[src/rtl/lc3b_settings.svh]
`ifndef LC3B_SETTINGS_SVH
`define LC3B_SETTINGS_SVH

// flags come out of reset reading zero
`define LC3B_RESET_NZP 3'b010

`define LC3B_LINK_REG 3'd7

`define LC3B_TRAP_SHIFT 1

`endif

[src/rtl/lc3b_types.sv]
`default_nettype none

package lc3b_types;

   typedef logic [15:0] lc3b_word;
   typedef logic [2:0]  lc3b_reg;
   typedef logic [2:0]  lc3b_nzp;
   typedef logic [3:0]  lc3b_imm4;
   typedef logic [7:0]  lc3b_trapvect8;

   typedef enum logic [3:0] {
      op_br   = 4'b0000,
      op_add  = 4'b0001,
      op_ldb  = 4'b0010,
      op_stb  = 4'b0011,
      op_jsr  = 4'b0100,
      op_and  = 4'b0101,
      op_ldr  = 4'b0110,
      op_str  = 4'b0111,
      op_rti  = 4'b1000,
      op_not  = 4'b1001,
      op_ldi  = 4'b1010,
      op_sti  = 4'b1011,
      op_jmp  = 4'b1100,
      op_shf  = 4'b1101,
      op_lea  = 4'b1110,
      op_trap = 4'b1111
   } lc3b_opcode;

   typedef enum logic [2:0] {
      alu_add,
      alu_and,
      alu_not,
      alu_pass,
      alu_sll,
      alu_srl,
      alu_sra
   } lc3b_aluop;

   typedef struct packed {
      lc3b_opcode opcode;
      lc3b_aluop  aluop;
      logic       load_cc;
      logic       load_pc;          // unconditional redirect
      logic       load_regfile;
      logic [2:0] alumux_sel;
      logic [1:0] pcmux_sel;
      logic       mem_read;
      logic       mem_write;
      logic       offsetmux_sel;    // offset11 instead of offset9
      logic       storemux_sel;     // sr2 port reads bits 11:9
      logic       destmux_sel;      // link register as dest
      logic [1:0] regfilemux_sel;
      logic [1:0] marmux_sel;
      logic [1:0] mdrmux_sel;
      logic       wordinmux_sel;    // byte load
      logic       offset6mux_sel;   // byte access, offset6 unscaled
      logic       valid_branch;
      logic       valid_dest;
      logic       alubasemux_sel;   // pc as alu base
      logic       predicted_branch;
   } lc3b_control_word;

   typedef struct packed {
      logic             valid;
      lc3b_control_word ctrl;
      lc3b_word         pc;
      lc3b_reg          dest;
      lc3b_word         src1_data;
      lc3b_word         src2_data;
      lc3b_word         imm5;
      lc3b_word         offset6;
      lc3b_word         offset9;
      lc3b_word         offset11;
      lc3b_imm4         imm4;
      lc3b_trapvect8    trapvect8;
      lc3b_nzp          nzp;
      logic             bit4;
   } lc3b_decoded;

endpackage : lc3b_types

`default_nettype wire

[src/rtl/control_rom.sv]
`timescale 1ns/1ps
`default_nettype none

module control_rom (
   input  lc3b_types::lc3b_opcode       opcode,
   input  logic [2:0]                   bits4_5_11,  // {bit11, bit5, bit4}
   output lc3b_types::lc3b_control_word ctrl
);

   import lc3b_types::*;

   always_comb begin
      ctrl = '0;
      ctrl.opcode = opcode;
      ctrl.aluop = alu_add;

      case (opcode)
         op_add, op_and: begin
            ctrl.aluop = (opcode == op_and) ? alu_and : alu_add;
            ctrl.alumux_sel = bits4_5_11[1] ? 3'b011 : 3'b000;  // imm5 or sr2
            ctrl.load_cc = 1'b1;
            ctrl.load_regfile = 1'b1;
            ctrl.valid_dest = 1'b1;
         end

         op_not: begin
            ctrl.aluop = alu_not;
            ctrl.load_cc = 1'b1;
            ctrl.load_regfile = 1'b1;
            ctrl.valid_dest = 1'b1;
         end

         op_shf: begin
            if (!bits4_5_11[0]) begin
               ctrl.aluop = alu_sll;
            end else if (!bits4_5_11[1]) begin
               ctrl.aluop = alu_srl;
            end else begin
               ctrl.aluop = alu_sra;
            end
            ctrl.alumux_sel = 3'b100;  // imm4 count
            ctrl.load_cc = 1'b1;
            ctrl.load_regfile = 1'b1;
            ctrl.valid_dest = 1'b1;
         end

         // ldi reads only once here, same as ldr
         op_ldr, op_ldi: begin
            ctrl.alumux_sel = 3'b001;
            ctrl.mem_read = 1'b1;
            ctrl.mdrmux_sel = 2'b01;  // memory data
            ctrl.regfilemux_sel = 2'b01;
            ctrl.load_cc = 1'b1;
            ctrl.load_regfile = 1'b1;
            ctrl.valid_dest = 1'b1;
         end

         op_ldb: begin
            ctrl.alumux_sel = 3'b001;
            ctrl.offset6mux_sel = 1'b1;  // unscaled offset
            ctrl.mem_read = 1'b1;
            ctrl.mdrmux_sel = 2'b01;
            ctrl.wordinmux_sel = 1'b1;  // zero-extended byte
            ctrl.regfilemux_sel = 2'b01;
            ctrl.load_cc = 1'b1;
            ctrl.load_regfile = 1'b1;
            ctrl.valid_dest = 1'b1;
         end

         op_str, op_sti: begin
            ctrl.alumux_sel = 3'b001;
            ctrl.mem_write = 1'b1;
            ctrl.storemux_sel = 1'b1;
            ctrl.mdrmux_sel = 2'b00;  // full word
         end

         op_stb: begin
            ctrl.alumux_sel = 3'b001;
            ctrl.offset6mux_sel = 1'b1;
            ctrl.mem_write = 1'b1;
            ctrl.storemux_sel = 1'b1;
            ctrl.mdrmux_sel = 2'b10;  // byte in both halves
         end

         op_lea: begin
            ctrl.alumux_sel = 3'b010;
            ctrl.alubasemux_sel = 1'b1;  // pc + offset9
            ctrl.regfilemux_sel = 2'b00;
            ctrl.load_cc = 1'b1;
            ctrl.load_regfile = 1'b1;
            ctrl.valid_dest = 1'b1;
         end

         op_br: begin
            ctrl.pcmux_sel = 2'b01;  // resolved against cc in execute
            ctrl.valid_branch = 1'b1;
         end

         op_jmp: begin  // ret too
            ctrl.aluop = alu_pass;
            ctrl.pcmux_sel = 2'b10;
            ctrl.load_pc = 1'b1;
            ctrl.valid_branch = 1'b1;
         end

         op_jsr: begin
            ctrl.regfilemux_sel = 2'b10;  // return pc
            ctrl.load_regfile = 1'b1;
            ctrl.destmux_sel = 1'b1;
            ctrl.load_pc = 1'b1;
            ctrl.valid_branch = 1'b1;
            if (bits4_5_11[2]) begin
               ctrl.offsetmux_sel = 1'b1;
               ctrl.pcmux_sel = 2'b01;
            end else begin
               ctrl.aluop = alu_pass;  // jsrr base
               ctrl.pcmux_sel = 2'b10;
            end
         end

         op_trap: begin
            ctrl.regfilemux_sel = 2'b10;
            ctrl.load_regfile = 1'b1;
            ctrl.destmux_sel = 1'b1;
            ctrl.marmux_sel = 2'b01;  // vector table address
            ctrl.mem_read = 1'b1;
            ctrl.mdrmux_sel = 2'b01;
            ctrl.pcmux_sel = 2'b11;  // target from memory
            ctrl.load_pc = 1'b1;
            ctrl.valid_branch = 1'b1;
         end

         default: begin
            ctrl = '0;
         end
      endcase
   end

endmodule : control_rom

`default_nettype wire

[src/rtl/regfile.sv]
`timescale 1ns/1ps
`default_nettype none

module regfile (
   input  logic                 clk,
   input  logic                 reset,
   input  logic                 load,
   input  lc3b_types::lc3b_reg  dest,
   input  lc3b_types::lc3b_word in,
   input  lc3b_types::lc3b_reg  src_a,
   input  lc3b_types::lc3b_reg  src_b,
   output lc3b_types::lc3b_word reg_a,
   output lc3b_types::lc3b_word reg_b
);

   import lc3b_types::*;

   lc3b_word regs [8];

   always_ff @(posedge clk) begin
      if (reset) begin
         for (int i = 0; i < 8; i++) begin
            regs[i] <= '0;
         end
      end else if (load) begin
         regs[dest] <= in;
      end
   end

   // write-through so back-to-back dependents see the new value
   assign reg_a = (load && dest == src_a) ? in : regs[src_a];
   assign reg_b = (load && dest == src_b) ? in : regs[src_b];

endmodule : regfile

`default_nettype wire

[src/rtl/alu.sv]
`timescale 1ns/1ps
`default_nettype none

module alu (
   input  lc3b_types::lc3b_aluop aluop,
   input  lc3b_types::lc3b_word  a,
   input  lc3b_types::lc3b_word  b,
   output lc3b_types::lc3b_word  f
);

   import lc3b_types::*;

   logic [3:0] shamt;

   assign shamt = b[3:0];  // shifts take the count in b

   always_comb begin
      case (aluop)
         alu_add:  f = a + b;
         alu_and:  f = a & b;
         alu_not:  f = ~a;
         alu_pass: f = a;
         alu_sll:  f = a << shamt;
         alu_srl:  f = a >> shamt;
         alu_sra:  f = lc3b_word'($signed(a) >>> shamt);
         default:  f = a;
      endcase
   end

endmodule : alu

`default_nettype wire

[src/rtl/decode_stage.sv]
`timescale 1ns/1ps
`default_nettype none

module decode_stage (
   input  logic                    clk,
   input  logic                    reset,
   input  logic                    instr_valid,
   input  lc3b_types::lc3b_word    instr,
   input  lc3b_types::lc3b_word    instr_pc,
   output lc3b_types::lc3b_reg     src_a,
   output lc3b_types::lc3b_reg     src_b,
   input  lc3b_types::lc3b_word    reg_a,
   input  lc3b_types::lc3b_word    reg_b,
   output lc3b_types::lc3b_decoded dec
);

   import lc3b_types::*;

   lc3b_control_word ctrl;

   control_rom rom_i (
      .opcode     (lc3b_opcode'(instr[15:12])),
      .bits4_5_11 ({instr[11], instr[5], instr[4]}),
      .ctrl       (ctrl)
   );

   assign src_a = instr[8:6];  // sr1 or base
   assign src_b = ctrl.storemux_sel ? instr[11:9] : instr[2:0];  // store data on port b

   always_ff @(posedge clk) begin
      dec.ctrl <= ctrl;
      dec.pc <= instr_pc;
      dec.dest <= instr[11:9];
      dec.src1_data <= reg_a;
      dec.src2_data <= reg_b;
      dec.imm5 <= {{11{instr[4]}}, instr[4:0]};
      dec.offset6 <= {{10{instr[5]}}, instr[5:0]};
      dec.offset9 <= {{7{instr[8]}}, instr[8:0]};
      dec.offset11 <= {{5{instr[10]}}, instr[10:0]};
      dec.imm4 <= instr[3:0];
      dec.trapvect8 <= instr[7:0];
      dec.nzp <= instr[11:9];
      dec.bit4 <= instr[4];
      if (reset) begin
         dec.valid <= 1'b0;
      end else begin
         dec.valid <= instr_valid;  // bubbles pass through
      end
   end

endmodule : decode_stage

`default_nettype wire

[src/rtl/execute_stage.sv]
`timescale 1ns/1ps
`default_nettype none

`include "lc3b_settings.svh"

module execute_stage (
   input  logic                    clk,
   input  logic                    reset,
   input  lc3b_types::lc3b_decoded dec,
   input  lc3b_types::lc3b_word    mem_rdata,
   output logic                    mem_read,
   output logic                    mem_write,
   output logic                    mem_byte,
   output lc3b_types::lc3b_word    mem_addr,
   output lc3b_types::lc3b_word    mem_wdata,
   output logic                    wb_valid,
   output lc3b_types::lc3b_reg     wb_dest,
   output lc3b_types::lc3b_word    wb_data,
   output lc3b_types::lc3b_nzp     cc,
   output logic                    branch_taken,
   output lc3b_types::lc3b_word    branch_target
);

   import lc3b_types::*;

   lc3b_control_word ctrl;
   lc3b_word         alu_a;
   lc3b_word         alu_b;
   lc3b_word         alu_out;
   lc3b_word         pc_offset;
   lc3b_word         br_add;
   lc3b_word         trap_addr;
   lc3b_word         mdr_data;
   logic [7:0]       load_byte;
   lc3b_nzp          nzp_next;

   assign ctrl = dec.ctrl;

   assign pc_offset = ctrl.offsetmux_sel ? (dec.offset11 << 1) : (dec.offset9 << 1);
   assign br_add = dec.pc + pc_offset;
   assign trap_addr = {8'h00, dec.trapvect8} << `LC3B_TRAP_SHIFT;

   assign alu_a = ctrl.alubasemux_sel ? dec.pc : dec.src1_data;

   always_comb begin
      case (ctrl.alumux_sel)
         3'b001:  alu_b = ctrl.offset6mux_sel ? dec.offset6 : (dec.offset6 << 1);
         3'b010:  alu_b = pc_offset;
         3'b011:  alu_b = dec.imm5;
         3'b100:  alu_b = {12'h000, dec.imm4};
         default: alu_b = dec.src2_data;
      endcase
   end

   alu alu_i (
      .aluop (ctrl.aluop),
      .a     (alu_a),
      .b     (alu_b),
      .f     (alu_out)
   );

   assign mem_addr = (ctrl.marmux_sel == 2'b01) ? trap_addr : alu_out;
   assign mem_read = dec.valid & ctrl.mem_read;
   assign mem_write = dec.valid & ctrl.mem_write;
   assign mem_byte = dec.valid & ctrl.offset6mux_sel;
   assign load_byte = mem_addr[0] ? mem_rdata[15:8] : mem_rdata[7:0];

   always_comb begin
      case (ctrl.mdrmux_sel)
         2'b01:   mdr_data = ctrl.wordinmux_sel ? {8'h00, load_byte} : mem_rdata;
         2'b10:   mdr_data = {2{dec.src2_data[7:0]}};  // byte lane picked by addr[0]
         default: mdr_data = dec.src2_data;
      endcase
   end

   assign mem_wdata = mdr_data;

   always_comb begin
      case (ctrl.regfilemux_sel)
         2'b01:   wb_data = mdr_data;
         2'b10:   wb_data = dec.pc;  // link value
         default: wb_data = alu_out;
      endcase
   end

   assign wb_valid = dec.valid & ctrl.load_regfile;
   assign wb_dest = ctrl.destmux_sel ? lc3b_reg'(`LC3B_LINK_REG) : dec.dest;

   always_comb begin
      case (ctrl.pcmux_sel)
         2'b01:   branch_target = br_add;
         2'b10:   branch_target = alu_out;
         2'b11:   branch_target = mdr_data;  // trap vector contents
         default: branch_target = dec.pc;
      endcase
   end

   // br tests its nzp bits, the others always redirect
   assign branch_taken = dec.valid & ctrl.valid_branch & (ctrl.load_pc | (|(dec.nzp & cc)));

   assign nzp_next = wb_data[15] ? 3'b100 : ((wb_data == '0) ? 3'b010 : 3'b001);

   always_ff @(posedge clk) begin
      if (reset) begin
         cc <= `LC3B_RESET_NZP;
      end else if (dec.valid && ctrl.load_cc) begin
         cc <= nzp_next;
      end
   end

endmodule : execute_stage

`default_nettype wire

[src/rtl/lc3b_core_slice.sv]
`timescale 1ns/1ps
`default_nettype none

module lc3b_core_slice (
   input  logic                 clk,
   input  logic                 reset,
   input  logic                 instr_valid,
   input  lc3b_types::lc3b_word instr,
   input  lc3b_types::lc3b_word instr_pc,
   input  lc3b_types::lc3b_word mem_rdata,
   output logic                 mem_read,
   output logic                 mem_write,
   output lc3b_types::lc3b_word mem_addr,
   output lc3b_types::lc3b_word mem_wdata,
   output logic                 mem_byte,
   output logic                 wb_valid,
   output lc3b_types::lc3b_reg  wb_dest,
   output lc3b_types::lc3b_word wb_data,
   output lc3b_types::lc3b_nzp  cc,
   output logic                 branch_taken,
   output lc3b_types::lc3b_word branch_target
);

   import lc3b_types::*;

   lc3b_decoded dec;
   lc3b_reg     src_a;
   lc3b_reg     src_b;
   lc3b_word    reg_a;
   lc3b_word    reg_b;

   decode_stage decode_i (
      .clk         (clk),
      .reset       (reset),
      .instr_valid (instr_valid),
      .instr       (instr),
      .instr_pc    (instr_pc),
      .src_a       (src_a),
      .src_b       (src_b),
      .reg_a       (reg_a),
      .reg_b       (reg_b),
      .dec         (dec)
   );

   regfile regfile_i (
      .clk   (clk),
      .reset (reset),
      .load  (wb_valid),  // written back from execute
      .dest  (wb_dest),
      .in    (wb_data),
      .src_a (src_a),
      .src_b (src_b),
      .reg_a (reg_a),
      .reg_b (reg_b)
   );

   execute_stage execute_i (
      .clk           (clk),
      .reset         (reset),
      .dec           (dec),
      .mem_rdata     (mem_rdata),
      .mem_read      (mem_read),
      .mem_write     (mem_write),
      .mem_byte      (mem_byte),
      .mem_addr      (mem_addr),
      .mem_wdata     (mem_wdata),
      .wb_valid      (wb_valid),
      .wb_dest       (wb_dest),
      .wb_data       (wb_data),
      .cc            (cc),
      .branch_taken  (branch_taken),
      .branch_target (branch_target)
   );

endmodule : lc3b_core_slice

`default_nettype wire

[config.mk]
export PLATFORM = sky130hd
export DESIGN_NAME = lc3b_core_slice
export DESIGN_NICKNAME = d
export VERILOG_FILES = /design/src/rtl/lc3b_types.sv /design/src/rtl/control_rom.sv /design/src/rtl/regfile.sv /design/src/rtl/alu.sv /design/src/rtl/decode_stage.sv /design/src/rtl/execute_stage.sv /design/src/rtl/lc3b_core_slice.sv
export VERILOG_INCLUDE_DIRS = /design/src /design/src/rtl
export SDC_FILE = /design/constraint.sdc
export NUM_CORES = 1
export LEC_CHECK = 0
export ABC_AREA = 1
export BUFFER_PORTS_ARGS = -buffer_cell sky130_fd_sc_hd__buf_2
export CAP_MARGIN = 20
export CORE_UTILIZATION = 60
export CTS_BUF_LIST = sky130_fd_sc_hd__clkbuf_16
export CTS_CLUSTER_DIAMETER = 100
export DETAILED_ROUTE_END_ITERATION = 6
export PLACE_DENSITY_LB_ADDON = 0.05
export SKIP_CTS_REPAIR_TIMING = 1
export SYNTH_ARGS = -nofsm -noshare
export SYNTH_HDL_FRONTEND = slang
export SYNTH_HIERARCHICAL = 1
export SYNTH_SLANG_ARGS = --single-unit
[constraint.sdc]
create_clock -name clk -period 4.9 [get_ports clk]
set_input_delay 0 -clock clk [delete_from_list [all_inputs] [get_ports clk]]
set_output_delay 0 -clock clk [all_outputs]
set_load 0.1 [all_outputs]
* Word level (Yosys, flattened, before mapping)
Memories as Yosys holds them, arrays and structs flattened.
Index checks and enable logic that the tools add are counted.
** Operators by class
- $add $sub $neg :: 2
- Equal/unequal tests :: 33
- Shifts and indexed selects :: 3
- Mux-type cells :: 48
- Bitwise gates (word level) :: 10
- Reductions and logical operators :: 19
** Operator list (count)
- 2-to-1 mux 16 bit :: 7
- case mux 16 bit (6 select lines) :: 1
- case mux 16 bit (2 select lines) :: 2
- case mux 16 bit (4 select lines) :: 1
- case mux 16 bit (3 select lines) :: 1
- adder 16 bit :: 2
- equality test 4 bit, second input constant :: 7
- 2-to-1 mux 1 bit :: 19
- AND 16 bit :: 1
- equality test 4 x 3 -> 1 bit, second input constant :: 4
- zero test 16 bit :: 1
- inverter 16 bit :: 1
- OR reduction 16 bit :: 1
- left shift 16 x 4 -> 16 bit :: 1
- right shift 16 x 4 -> 16 bit :: 1
- >>> shifter 16 x 4 -> 16 bit :: 1
- case mux 3 bit (5 select lines) :: 1
- equality test 3 bit, second input constant :: 4
- 2-to-1 mux 2 bit :: 6
- 2-to-1 mux 3 bit :: 4
- case mux 3 bit (4 select lines) :: 1
- OR reduction 3 bit :: 4
- OR reduction 10 bit :: 1
- equality test 3 x 2 -> 1 bit, second input constant :: 3
- 21 further kinds :: 40
** Word-level totals
- Register bits :: 122
- Memory bits (writable) :: 128
- Input port bits :: 51
- Output and inout bits :: 75
- Word-level logic and storage cells :: 145
- Memories kept :: 1
** Memory list
- regfile_i.regs :: depth 8, bits a word 16, rd ports 2, clocked after Yosys merged registers in 0, write ports 8, RTL line regfile.sv:18 : lc3b_word regs [8];

* Logic depth before layout (Yosys ltp)
Gate-level depths: netlist of the first run.
- Depth after elaboration :: 12
- Depth in mapped cells :: 32
- Depth with buffers taken out :: 29

* Modules after synthesis
Netlist of the first run, hierarchy kept.
** By module, submodules not included
- regfile :: instances 1, cells each 1057, area each 7762.4 um^2, seq. area each 3843.7 um^2
- execute_stage :: instances 1, cells each 673, area each 3488.3 um^2, seq. area each 60.1 um^2
- alu :: instances 1, cells each 615, area each 2837.7 um^2, seq. area each 0.0 um^2
- decode_stage :: instances 1, cells each 179, area each 2462.4 um^2, seq. area each 1861.8 um^2
- control_rom :: instances 1, cells each 71, area each 335.3 um^2, seq. area each 0.0 um^2

* Worst setup path after synthesis of the first run
No wires, ideal clock.
- Path type :: reg-to-output
- Start point :: register, netlist name decode_i/dec[145]
- End point :: output branch_target[0]
- Data arrival time :: 6.562 ns
- Required time :: 4.900 ns
- Setup slack :: -1.662 ns
- Cell stages (with the launch flop) :: 23
- Path buffers :: 4
- Path through :: dfxtp_1 -> clkbuf_1 -> buf_2 -> mux2_2 -> a22oi_1 -> nand4_1 -> inv_1 -> clkbuf_1 -> nand3_1 -> o21ai_1 -> a21oi_1 -> o21ai_0 -> nand3_1 -> o21ai_0 -> inv_1 -> buf_2 -> nand2_1 -> inv_1 -> nand3_1 -> nand3_1 -> a21boi_0 -> nand2_1 -> o211ai_1
** Between the ends
- Word-level cells in the longest chain between the ends :: 9
- Elaborated cells between the ends (all ways) :: 11
- Classes of those cells :: shift: 3; mux: 8
** RTL lines
- 2-to-1 mux 16 bit (*) :: RTL line execute_stage.sv:39 : assign pc_offset = ctrl.offsetmux_sel ? (dec.offset11 << 1) : (dec.offset9 << 1);
- case mux 16 bit (4 select lines) (*) :: RTL line execute_stage.sv:46 : case (ctrl.alumux_sel)
- via execute_i.alu_b[1] :: RTL line execute_stage.sv:28 : lc3b_word alu_b;
- >>> shifter 16 x 4 -> 16 bit (tied with other cells) :: RTL line alu.sv:25 : alu_sra: f = lc3b_word'($signed(a) >>> shamt);
- case mux 16 bit (6 select lines) (*) :: RTL line alu.sv:18 : case (aluop)
- via execute_i.alu_out[0] :: RTL line execute_stage.sv:29 : lc3b_word alu_out;
- 2-to-1 mux 16 bit (*) :: RTL line execute_stage.sv:62 : assign mem_addr = (ctrl.marmux_sel == 2'b01) ? trap_addr : alu_out;
- via mem_addr[0] :: RTL line lc3b_core_slice.sv:13 : output lc3b_types::lc3b_word mem_addr,
- 2-to-1 mux 8 bit (*) :: RTL line execute_stage.sv:66 : assign load_byte = mem_addr[0] ? mem_rdata[15:8] : mem_rdata[7:0];
- 2-to-1 mux 16 bit (*) :: RTL line execute_stage.sv:70 : 2'b01: mdr_data = ctrl.wordinmux_sel ? {8'h00, load_byte} : mem_rdata;
- case mux 16 bit (2 select lines) (*) :: RTL line execute_stage.sv:69 : case (ctrl.mdrmux_sel)
- via mem_wdata[0] :: RTL line lc3b_core_slice.sv:14 : output lc3b_types::lc3b_word mem_wdata,
- case mux 16 bit (3 select lines) (*) :: RTL line execute_stage.sv:90 : case (ctrl.pcmux_sel)
- end, declared :: RTL line lc3b_core_slice.sv:21 : output lc3b_types::lc3b_word branch_target
The timed path passes the listed nets; every way through them passes the cells marked *.

* Worst setup path in the final report of the first run
- Start point :: register, netlist name decode_i/dec[150]
- End point :: output wb_data[2]
** Between the ends
- Word-level cells in the longest chain between the ends :: 9
- Elaborated cells between the ends (all ways) :: 16
- Classes of those cells :: add/sub: 1; eq/ne: 4; shift: 3; mux: 7; bitwise: 1
** RTL lines
- equality test 3 bit (tied with other cells) :: RTL line execute_stage.sv:46
- case mux 16 bit (4 select lines) (*) :: RTL line execute_stage.sv:46
- via execute_i.alu_b[1] :: RTL line execute_stage.sv:28
- >>> shifter 16 x 4 -> 16 bit (tied with other cells) :: RTL line alu.sv:25
- case mux 16 bit (6 select lines) (*) :: RTL line alu.sv:18
- via execute_i.alu_out[0] :: RTL line execute_stage.sv:29
- 2-to-1 mux 16 bit (*) :: RTL line execute_stage.sv:62
- 2-to-1 mux 8 bit (*) :: RTL line execute_stage.sv:66
- 2-to-1 mux 16 bit (*) :: RTL line execute_stage.sv:70
- case mux 16 bit (2 select lines) (*) :: RTL line execute_stage.sv:69
- case mux 16 bit (2 select lines) (*) :: RTL line execute_stage.sv:79 : case (ctrl.regfilemux_sel)
- end, declared :: RTL line lc3b_core_slice.sv:18 : output lc3b_types::lc3b_word wb_data,
Marks and branches as above.

==> results.sh, run 1 <==
export IMPL_syn_num_nets=2669
export IMPL_die_height_um=168.9
export IMPL_dpl_cell_area_um2=17590
export IMPL_antenna_found_initial=0
export IMPL_num_vias=18224
export IMPL_violations="design-rule violations"
export IMPL_grt_pass1_wl_mm=93.48
export IMPL_worstSetupStartpointType="flop"
export IMPL_ir_drop_uv=356.1
export IMPL_fp_dieW_um=168.9
export IMPL_hold_ws_ns=0.1060
export IMPL_yosys_warnings=6
export IMPL_cts_max_level=1
export IMPL_syn_cell_area_um2=16710
export IMPL_fin_crit_ns=4.704
export IMPL_clock_path_buffers=3
export IMPL_hpwl_mm=44.18
export IMPL_max_slew_margin=0.2539
export IMPL_fmax_ghz=0.2126
export IMPL_finalCritPeriodShare=0.9599
export IMPL_worst_ep_arrival_time_ns=4.70
export IMPL_setup_violations=0
export IMPL_critPathCaptureType="output pin"
export IMPL_hold_path_class="in -> reg"
export IMPL_diodes=0
export IMPL_crit_end="wb_data[2]"
export IMPL_final_util=0.6934
export IMPL_r2r_start="decode_i/dec[150]"
export IMPL_grt_start_max_net_pins=67
export IMPL_final_common_cell="nand2_1"
export IMPL_clk_pin_slew_ns=0.06
export IMPL_reg2reg_to="regfile_i/regs[2][2]"
export IMPL_wl_per_cell_um=21.20
export IMPL_grt_usage=0.4311
export IMPL_setup_worst_path_start="decode_i/dec[150]"
export IMPL_start_util=0.6165
export IMPL_critical_path_class="reg -> out"
export IMPL_cts_tree="yes"
export IMPL_ctsRootBufferMaster="clkbuf_16"
export IMPL_worstPathRequired_ns=4.90
export IMPL_worst_r2r_cell_count=26
export IMPL_drive_above_1_share=0.1066
export IMPL_cts_sinks=217
export IMPL_rows=60
export IMPL_dieArea_um2=28520
export IMPL_antenna_left=0
export IMPL_fin_ws_ns=0.1963
export IMPL_maxSlewViolCount=0
export IMPL_wl_mm=63.35
export IMPL_dr_pass1_iters=7
export IMPL_status="complete, but fails checks"
export IMPL_area_growth_pct=12.48
export IMPL_worst_slew_pin_slew_ns=1.116
export IMPL_power_static_leakage_nw=9.381
export IMPL_powerDensity_nw_per_um2=425.6
export IMPL_avgSynthCellArea_um2=6.473
export IMPL_grt_pass1_vias=16584
export IMPL_fp_coreArea_um2=27100
export IMPL_regToRegSetupSlack_ns=0.42
export IMPL_pin_count=126
export IMPL_drtIter0Drc=2923
export IMPL_drc=6
export IMPL_dp_slack_ns=0.2853
export IMPL_mostFrequentLayoutCells="nand2_1, nand3_1, inv_1, nor2_1, edfxtp_1"
export IMPL_hold_viol=0
export IMPL_skew_ns=0.03506
export IMPL_nets=2687
export IMPL_place_gp_congestion=1.022
export IMPL_worst_path_max_fanout=30
export IMPL_max_cap_viol_count=0
export IMPL_routed_via_density=6.097
export IMPL_port_buffers=125
export IMPL_grt_overflow=0
export IMPL_insertion_delay_ns=0.56
export IMPL_cts_buffers=24
export IMPL_netlist_instances=2581
export IMPL_stdcell_area_um2=18790
==> report_power, final <==
part	switching [W]	internal, W
Clock	0.000769	0.000981
Combinational	0.00299	0.00112
Sequential	0.0000967	0.00204
Total	0.00385	0.00414
==> area by class of cell <==
cell class / count / area, um^2
clock inverter: 19 / 140.1
fill: 2265 / 8308
timing repair buffer: 184 / 1971
tap: 372 / 465.4
sequential: 217 / 5625
multi-input combinational: 1833 / 8683
clock buffer: 25 / 625.6
inverter: 339 / 1282
==> layer usage <==
metal | share of wire | global-route usage | vias up
met4 | 0.067 | 0.2312 | 0
met3 | 0.13 | 0.07692 | 339
li1 | - | - | 8198
met1 | 0.36 | 0.5593 | 8140
met5 | 0 | 0 | -
met2 | 0.44 | 0.6854 | 1547
==> how the worst min path moves through the flow <==
stage	startpoint	depth (start not counted)	to
floorplan	instr[6]	0	decode_i/dec[10]
global placement	instr[3]	1	decode_i/dec[7]
detailed placement	instr_pc[9]	1	decode_i/dec[124]
CTS	instr_pc[7]	1	decode_i/dec[122]
global route	instr[3]	2	decode_i/dec[7]
finish	instr[3]	2	decode_i/dec[7]
==> per-stage QoR <==
stage | cells | TNS (ns) | total power (W)
final | 2989 | 0 | 0.007998
after global routing | 2989 | -0.009275 | 0.008256
after CTS | 2950 | 0 | 0.007840
after detailed placement | 2906 | 0 | 0.006110
after global placement | 2906 | 0 | 0.006081
after floorplan | 2581 | -0.3192 | 0.004835
==> critical path, stage by stage, from the launching register on <==
cell	delay (ns)
dfxtp_1	0.40
inv_1	0.09
nor3_1	0.15
buf_4	0.17
nor3_1	0.07
buf_4	0.21
nand2_1	0.10
nand4_1	0.26
inv_1	0.15
buf_4	0.32
nand3_1	0.16
nor3_1	0.17
nor3_1	0.08
nand3_1	0.08
o21ai_0	0.21
inv_2	0.27
nand3_4	0.15
nand2_1	0.11
nand3_1	0.10
nand2_1	0.11
nand3_1	0.09
nand2_1	0.10
o21ai_0	0.19
inv_2	0.19
buf_12	0.19
==> state kept, by name, summed over array words and instances (netlist names) <==
register        cells
decode_i/dec       86
execute_i/cc        3
regfile_i/regs    128
Power figures use the tool's default switching activity.
==> run 2, diff against run 1 <==
CORE_UTILIZATION = 45   (was 60)
==> run 2 against run 1 <==
The flow now finishes without violations; hold slack lost 0.033 ns; highest routed layer unchanged; sequential share of layout area shrank 0.40 points; sequential power is essentially flat; final area grew 1.4%; combinational power is essentially flat; clock skew shrank 0.0064 ns.
==> results.sh, run 2 (synthesized netlist as in run 1, its figures left out) <==
export IMPL_status="finished, final reports clean"
export IMPL_dieArea_um2=37900
export IMPL_wl_per_cell_um=21.04
export IMPL_grt_overflow=0
export IMPL_hold_path_class="in -> reg"
export IMPL_cts_sinks=217
export IMPL_die_height_um=194.7
export IMPL_grt_usage=0.3367
export IMPL_wl_met1_mm=27.45
export IMPL_worstSetupStartpointType="flop"
export IMPL_critical_path_class="reg -> out"
export IMPL_skew_ns=0.02864
export IMPL_hold_viol=0
export IMPL_diodes=0
export IMPL_drc=0
export IMPL_critPathCaptureType="output pin"
export IMPL_finalCritPeriodShare=0.9581
export IMPL_grt_pass1_vias=15813
export IMPL_cts_max_level=1
export IMPL_grt_start_max_net_pins=67
export IMPL_wl_mm=65.22
export IMPL_place_gp_congestion=0.9918
export IMPL_antenna_found_initial=1
export IMPL_largest_reg_flops=128
export IMPL_dr_pass1_iters=6
export IMPL_met2_wirelength_mm=29.34
export IMPL_routed_via_density=5.513
export IMPL_fin_ws_ns=0.2052
export IMPL_rsz0062_at_grt="yes"
export IMPL_dr_wl_met3_mm=5.515
export IMPL_ctsRootBufferMaster="clkbuf_16"
export IMPL_drive_above_1_share=0.1125
export IMPL_regMostFlops="regfile_i/regs"
export IMPL_pin_count=126
export IMPL_ir_drop_uv=326.3
export IMPL_mostFrequentLayoutCells="nand2_1, nand3_1, inv_1, nor2_1, edfxtp_1"
export IMPL_dp_cells=3013
export IMPL_fin_cells=3100
export IMPL_fmax_ghz=0.2130
export IMPL_final_common_cell="nand2_1"
export IMPL_cts_buffers=26
export IMPL_cts_tree="yes"
export IMPL_regToRegSetupSlack_ns=0.45
export IMPL_area_growth_pct=14.00
export IMPL_worst_ep_arrival_time_ns=4.69
export IMPL_powerDensity_nw_per_um2=427.3
export IMPL_max_cap_viol_count=0
export IMPL_clk_pin_slew_ns=0.06
export IMPL_maxSlewViolCount=0
export IMPL_num_vias=17091
export IMPL_drtIter0Drc=1815
export IMPL_largestRegisters="regfile_i/regs (128), decode_i/dec (86), execute_i/cc (3)"
export IMPL_fp_coreArea_um2=36610
export IMPL_worstPathRequired_ns=4.90
export IMPL_fp_dieW_um=194.7
export IMPL_worst_path_max_fanout=7
export IMPL_hpwl_mm=47.48
export IMPL_nFillCells=3757
export IMPL_worst_slew_pin_slew_ns=1.134
export IMPL_grt_pass1_wl_mm=96.38
export IMPL_power_total_w=0.008140
export IMPL_dp_slack_ns=0.3111
export IMPL_highest_layer="met4"
export IMPL_clock_path_buffers=3
export IMPL_antenna_left=0
export IMPL_port_buffers=125
export IMPL_max_slew_margin=0.2420
export IMPL_power_static_leakage_nw=9.476
export IMPL_nets=2700
export IMPL_rows=70
export IMPL_setup_violations=0
export IMPL_insertion_delay_ns=0.58
export IMPL_fin_crit_ns=4.695
export IMPL_start_util=0.4564
[run 2: cell type report]
class,instances,area [um^2],share of cell area
flip-flops and latches,217,5625,0.2953
well taps,468,585.6,0.03074
multi-input cells,1833,8678,0.4556
clock buffers,27,675.6,0.03547
repair buffers,195,2042,0.1072
inverters,339,1280,0.06720
clock inverters,21,160.2,0.008408
[run 2: stage by stage]
step,setup TNS (ns),utilization,instance area (um^2),hold slack [ns]
2_1_floorplan,-0.3192,-,16740,0.02772
3_3_place_gp,0,0.4857,17780,0.1022
3_5_place_dp,0,0.4863,17800,0.1036
4_1_cts,-0.1317,0.5091,18640,-0.4809
5_1_grt,0,0.5203,19050,0.06912
6_report,0,0.5203,19050,0.07341
[run 2: final timing paths]
kind	startpoint	end	cells after the start
worst max-delay path	decode_i/dec[150]	wb_data[15]	18
worst min-delay path	instr_pc[12]	decode_i/dec[127]	2
worst max register to register	decode_i/dec[150]	regfile_i/regs[6][15]	19
worst min register to register	execute_i/cc[0]	execute_i/cc[0]	2
[run 2: per-layer routing]
| metal | global-route usage | vias to the layer above |
|---|---|---|
| met4 | 0.1511 | 0 |
| met3 | 0.04945 | 139 |
| met1 | 0.4544 | 7888 |
| met5 | 0 | - |
| met2 | 0.5330 | 832 |
| li1 | - | 8232 |
[run 2: report_power, final]
| group | internal (W) | leakage (nW) | switching, W |
|---|---|---|---|
| sequential | 0.00204 | 2.06 | 0.0000891 |
| combinational | 0.00113 | 6.98 | 0.00299 |
| clock | 0.00106 | 0.431 | 0.000828 |
| total | 0.00424 | 9.48 | 0.00390 |
[run 2: worst max-delay path, stage by stage, from the launching register on]
cell and delay, ns:
dfxtp_1 0.38, inv_1 0.09, nor3_1 0.21, nor3_1 0.11, buf_4 0.17, nand2_1 0.08
nand4_1 0.50, ha_1 0.53, or2_2 0.32, nand3_1 0.10, nand2_1 0.14, nand3_1 0.16
nand2_1 0.07, nand2_1 0.06, nand3_1 0.06, a21oi_1 0.37, o21ai_1 0.17, inv_1 0.38
buf_12 0.24
==> run 3, diff against run 2 <==
==> constraint.sdc (replaced) <==
create_clock -name clk -period 4.9 [get_ports clk]
set_input_delay 0.49 -clock clk [delete_from_list [all_inputs] [get_ports clk]]
set_output_delay 0.49 -clock clk [all_outputs]
set_load 0.1 [all_outputs]
==> run 3 against run 2 <==
Hold slack lost 0.047 ns; critical path depth is 1 higher; maximum frequency fell by 1.6%; sequential cell count unchanged.
==> results.sh, run 3 (synthesized netlist as in run 1, its figures left out) <==
export IMPL_drc=0
export IMPL_ir_drop_uv=316.4
export IMPL_antenna_left=0
export IMPL_dieArea_um2=37900
export IMPL_fmax_ghz=0.2096
export IMPL_powerDensity_nw_per_um2=430.3
export IMPL_worstSetupStartpointType="flop"
export IMPL_worst_slew_pin_slew_ns=1.149
export IMPL_fin_ws_ns=0.1282
export IMPL_min_path_cells=1
export IMPL_drtIter0Drc=2088
export IMPL_clk_pin_slew_ns=0.06
export IMPL_stdcell_area_um2=19140
export IMPL_maxSlewViolCount=0
export IMPL_area_growth_pct=14.56
export IMPL_regToRegSetupSlack_ns=0.72
export IMPL_max_cap_viol_count=0
export IMPL_cts_buffers=26
export IMPL_grt_start_max_net_pins=67
export IMPL_critical_path_class="reg -> out"
export IMPL_seqPwrFrac=0.259
export IMPL_wl_mm=65.42
export IMPL_diodes=0
export IMPL_num_vias=17331
export IMPL_regMostFlops="regfile_i/regs"
export IMPL_dp_slack_ns=0.2109
export IMPL_worst_path_max_fanout=27
export IMPL_wl_per_cell_um=21.14
export IMPL_drive_above_1_share=0.1367
export IMPL_hold_ws_ns=0.02673
export IMPL_mostFrequentLayoutCells="nand2_1, nand3_1, inv_1, nor2_1, edfxtp_1"
export IMPL_min_from="instr[3]"
export IMPL_max_slew_margin=0.2325
export IMPL_pin_count=126
export IMPL_grt_overflow=0
export IMPL_nets=2696
export IMPL_finalCritPeriodShare=0.9738
export IMPL_dpl_cell_area_um2=18060
export IMPL_skew_ns=0.02450
export IMPL_rows=70
export IMPL_fp_dieW_um=194.7
export IMPL_port_buffers=125
export IMPL_critPathCaptureType="output pin"
export IMPL_fp_coreArea_um2=36610
export IMPL_power_static_leakage_nw=9.530
export IMPL_grt_usage=0.3407
export IMPL_hold_path_class="in -> reg"
export IMPL_hpwl_mm=47.27
export IMPL_worstPathRequired_ns=4.41
export IMPL_cts_max_level=1
export IMPL_nFillCells=3769
export IMPL_switchingPower_w=0.003946
export IMPL_clock_path_buffers=3
export IMPL_swShare=0.4791
export IMPL_insertion_delay_ns=0.57
export IMPL_p_int_w=0.004290
export IMPL_die_height_um=194.7
export IMPL_setup_worst_path_start="decode_i/dec[145]"
export IMPL_reg2reg_to="execute_i/cc[0]"
export IMPL_fin_crit_ns=4.772
export IMPL_whs_endpoint="decode_i/dec[7]"
export IMPL_worst_r2r_cell_count=23
export IMPL_cts_sinks=217
export IMPL_power_frac_clock=0.222
export IMPL_antenna_found_initial=0
export IMPL_largestRegisters="regfile_i/regs (128), decode_i/dec (86), execute_i/cc (3)"
export IMPL_routed_via_density=5.600
export IMPL_status="finished, final reports clean"
export IMPL_hold_viol=0
export IMPL_ctsRootBufferMaster="clkbuf_16"
export IMPL_place_gp_congestion=1.029
export IMPL_final_common_cell="nand2_1"
export IMPL_dr_pass1_iters=6
export IMPL_largest_reg_flops=128
export IMPL_worst_ep_arrival_time_ns=4.28
export IMPL_p_comb_frac=0.520
export IMPL_r2r_start="decode_i/dec[145]"
export IMPL_grt_pass1_wl_mm=98.15
export IMPL_setup_violations=0
export IMPL_grt_pass1_vias=16084
export IMPL_cts_tree="yes"
export IMPL_start_util=0.4564
[run 3: cell count changes in the layout (fill, tap and decap cells not counted), sizes merged]
cell | before | now
clkinv | 12 | 6
clkinvlp | 1 | 3
buf | 159 | 191
clkbuf | 27 | 26
dlygate4sd3 | 36 | 0
inv | 346 | 350
[run 3: per-layer routing]
metal  up-vias  share of wire  global-route usage
li1       8225              -                   -
met2       939           0.44              0.5367
met3       157          0.091             0.04581
met5         -              0                   0
met1      8010           0.42              0.4698
met4         0          0.043              0.1393
[run 3: power by group through the flow]
stage / logic (W) / registers, W / clock network [W]
6_report: 0.00428 / 0.00213 / 0.00183
5_1_grt: 0.00451 / 0.00214 / 0.00192
4_1_cts: 0.00414 / 0.00213 / 0.00185
3_5_place_dp: 0.00413 / 0.00216 / 0
3_3_place_gp: 0.00412 / 0.00216 / 0
2_1_floorplan: 0.00273 / 0.00213 / 0
[run 3: stage by stage]
stage	power (W)	util	TNS, ns	instances
2_1_floorplan	0.004869	-	-0.1749	2581
3_3_place_gp	0.006286	0.4934	0	3031
3_5_place_dp	0.006290	0.4934	0	3031
4_1_cts	0.008117	0.5153	-6.350	3078
5_1_grt	0.008569	0.5228	-0.03403	3095
6_report	0.008236	0.5228	0	3095
[run 3: worst max path at each step]
stage                       endpoint  slack [ns]  cells after the start
global placement    branch_target[5]        0.26                     23
finish                    wb_data[9]        0.13                     19
floorplan           branch_target[0]       -0.17                     22
detailed placement  branch_target[5]        0.21                     23
CTS                 branch_target[5]       -0.39                     23
global route             wb_data[14]       -0.02                     22
[run 3: cell type report]
| cell class | instances | area (um^2) | share of cell area |
|---|---|---|---|
| Multi-Input combinational cell | 1833 | 8830 | 0.4613 |
| Sequential cell | 217 | 5628 | 0.2940 |
| Timing Repair Buffer | 191 | 2001 | 0.1045 |
| Inverter | 339 | 1295 | 0.06766 |
| Clock buffer | 26 | 650.6 | 0.03399 |
| Tap cell | 468 | 585.6 | 0.03059 |
| Clock inverter | 21 | 150.1 | 0.007845 |
[run 3: critical path: stages (launching register included)]
cell,delay [ns]
dfxtp_1,0.39
buf_8,0.14
mux2_2,0.37
a22oi_1,0.19
nand4_1,0.19
buf_12,0.21
ha_1,0.31
or2_2,0.32
nand3_1,0.10
nand2_1,0.11
nand3_1,0.12
nand2_1,0.06
nand2_1,0.06
nand3_1,0.15
nand4_1,0.23
inv_1,0.12
nand2_1,0.07
nand2_1,0.13
inv_2,0.20
buf_12,0.20
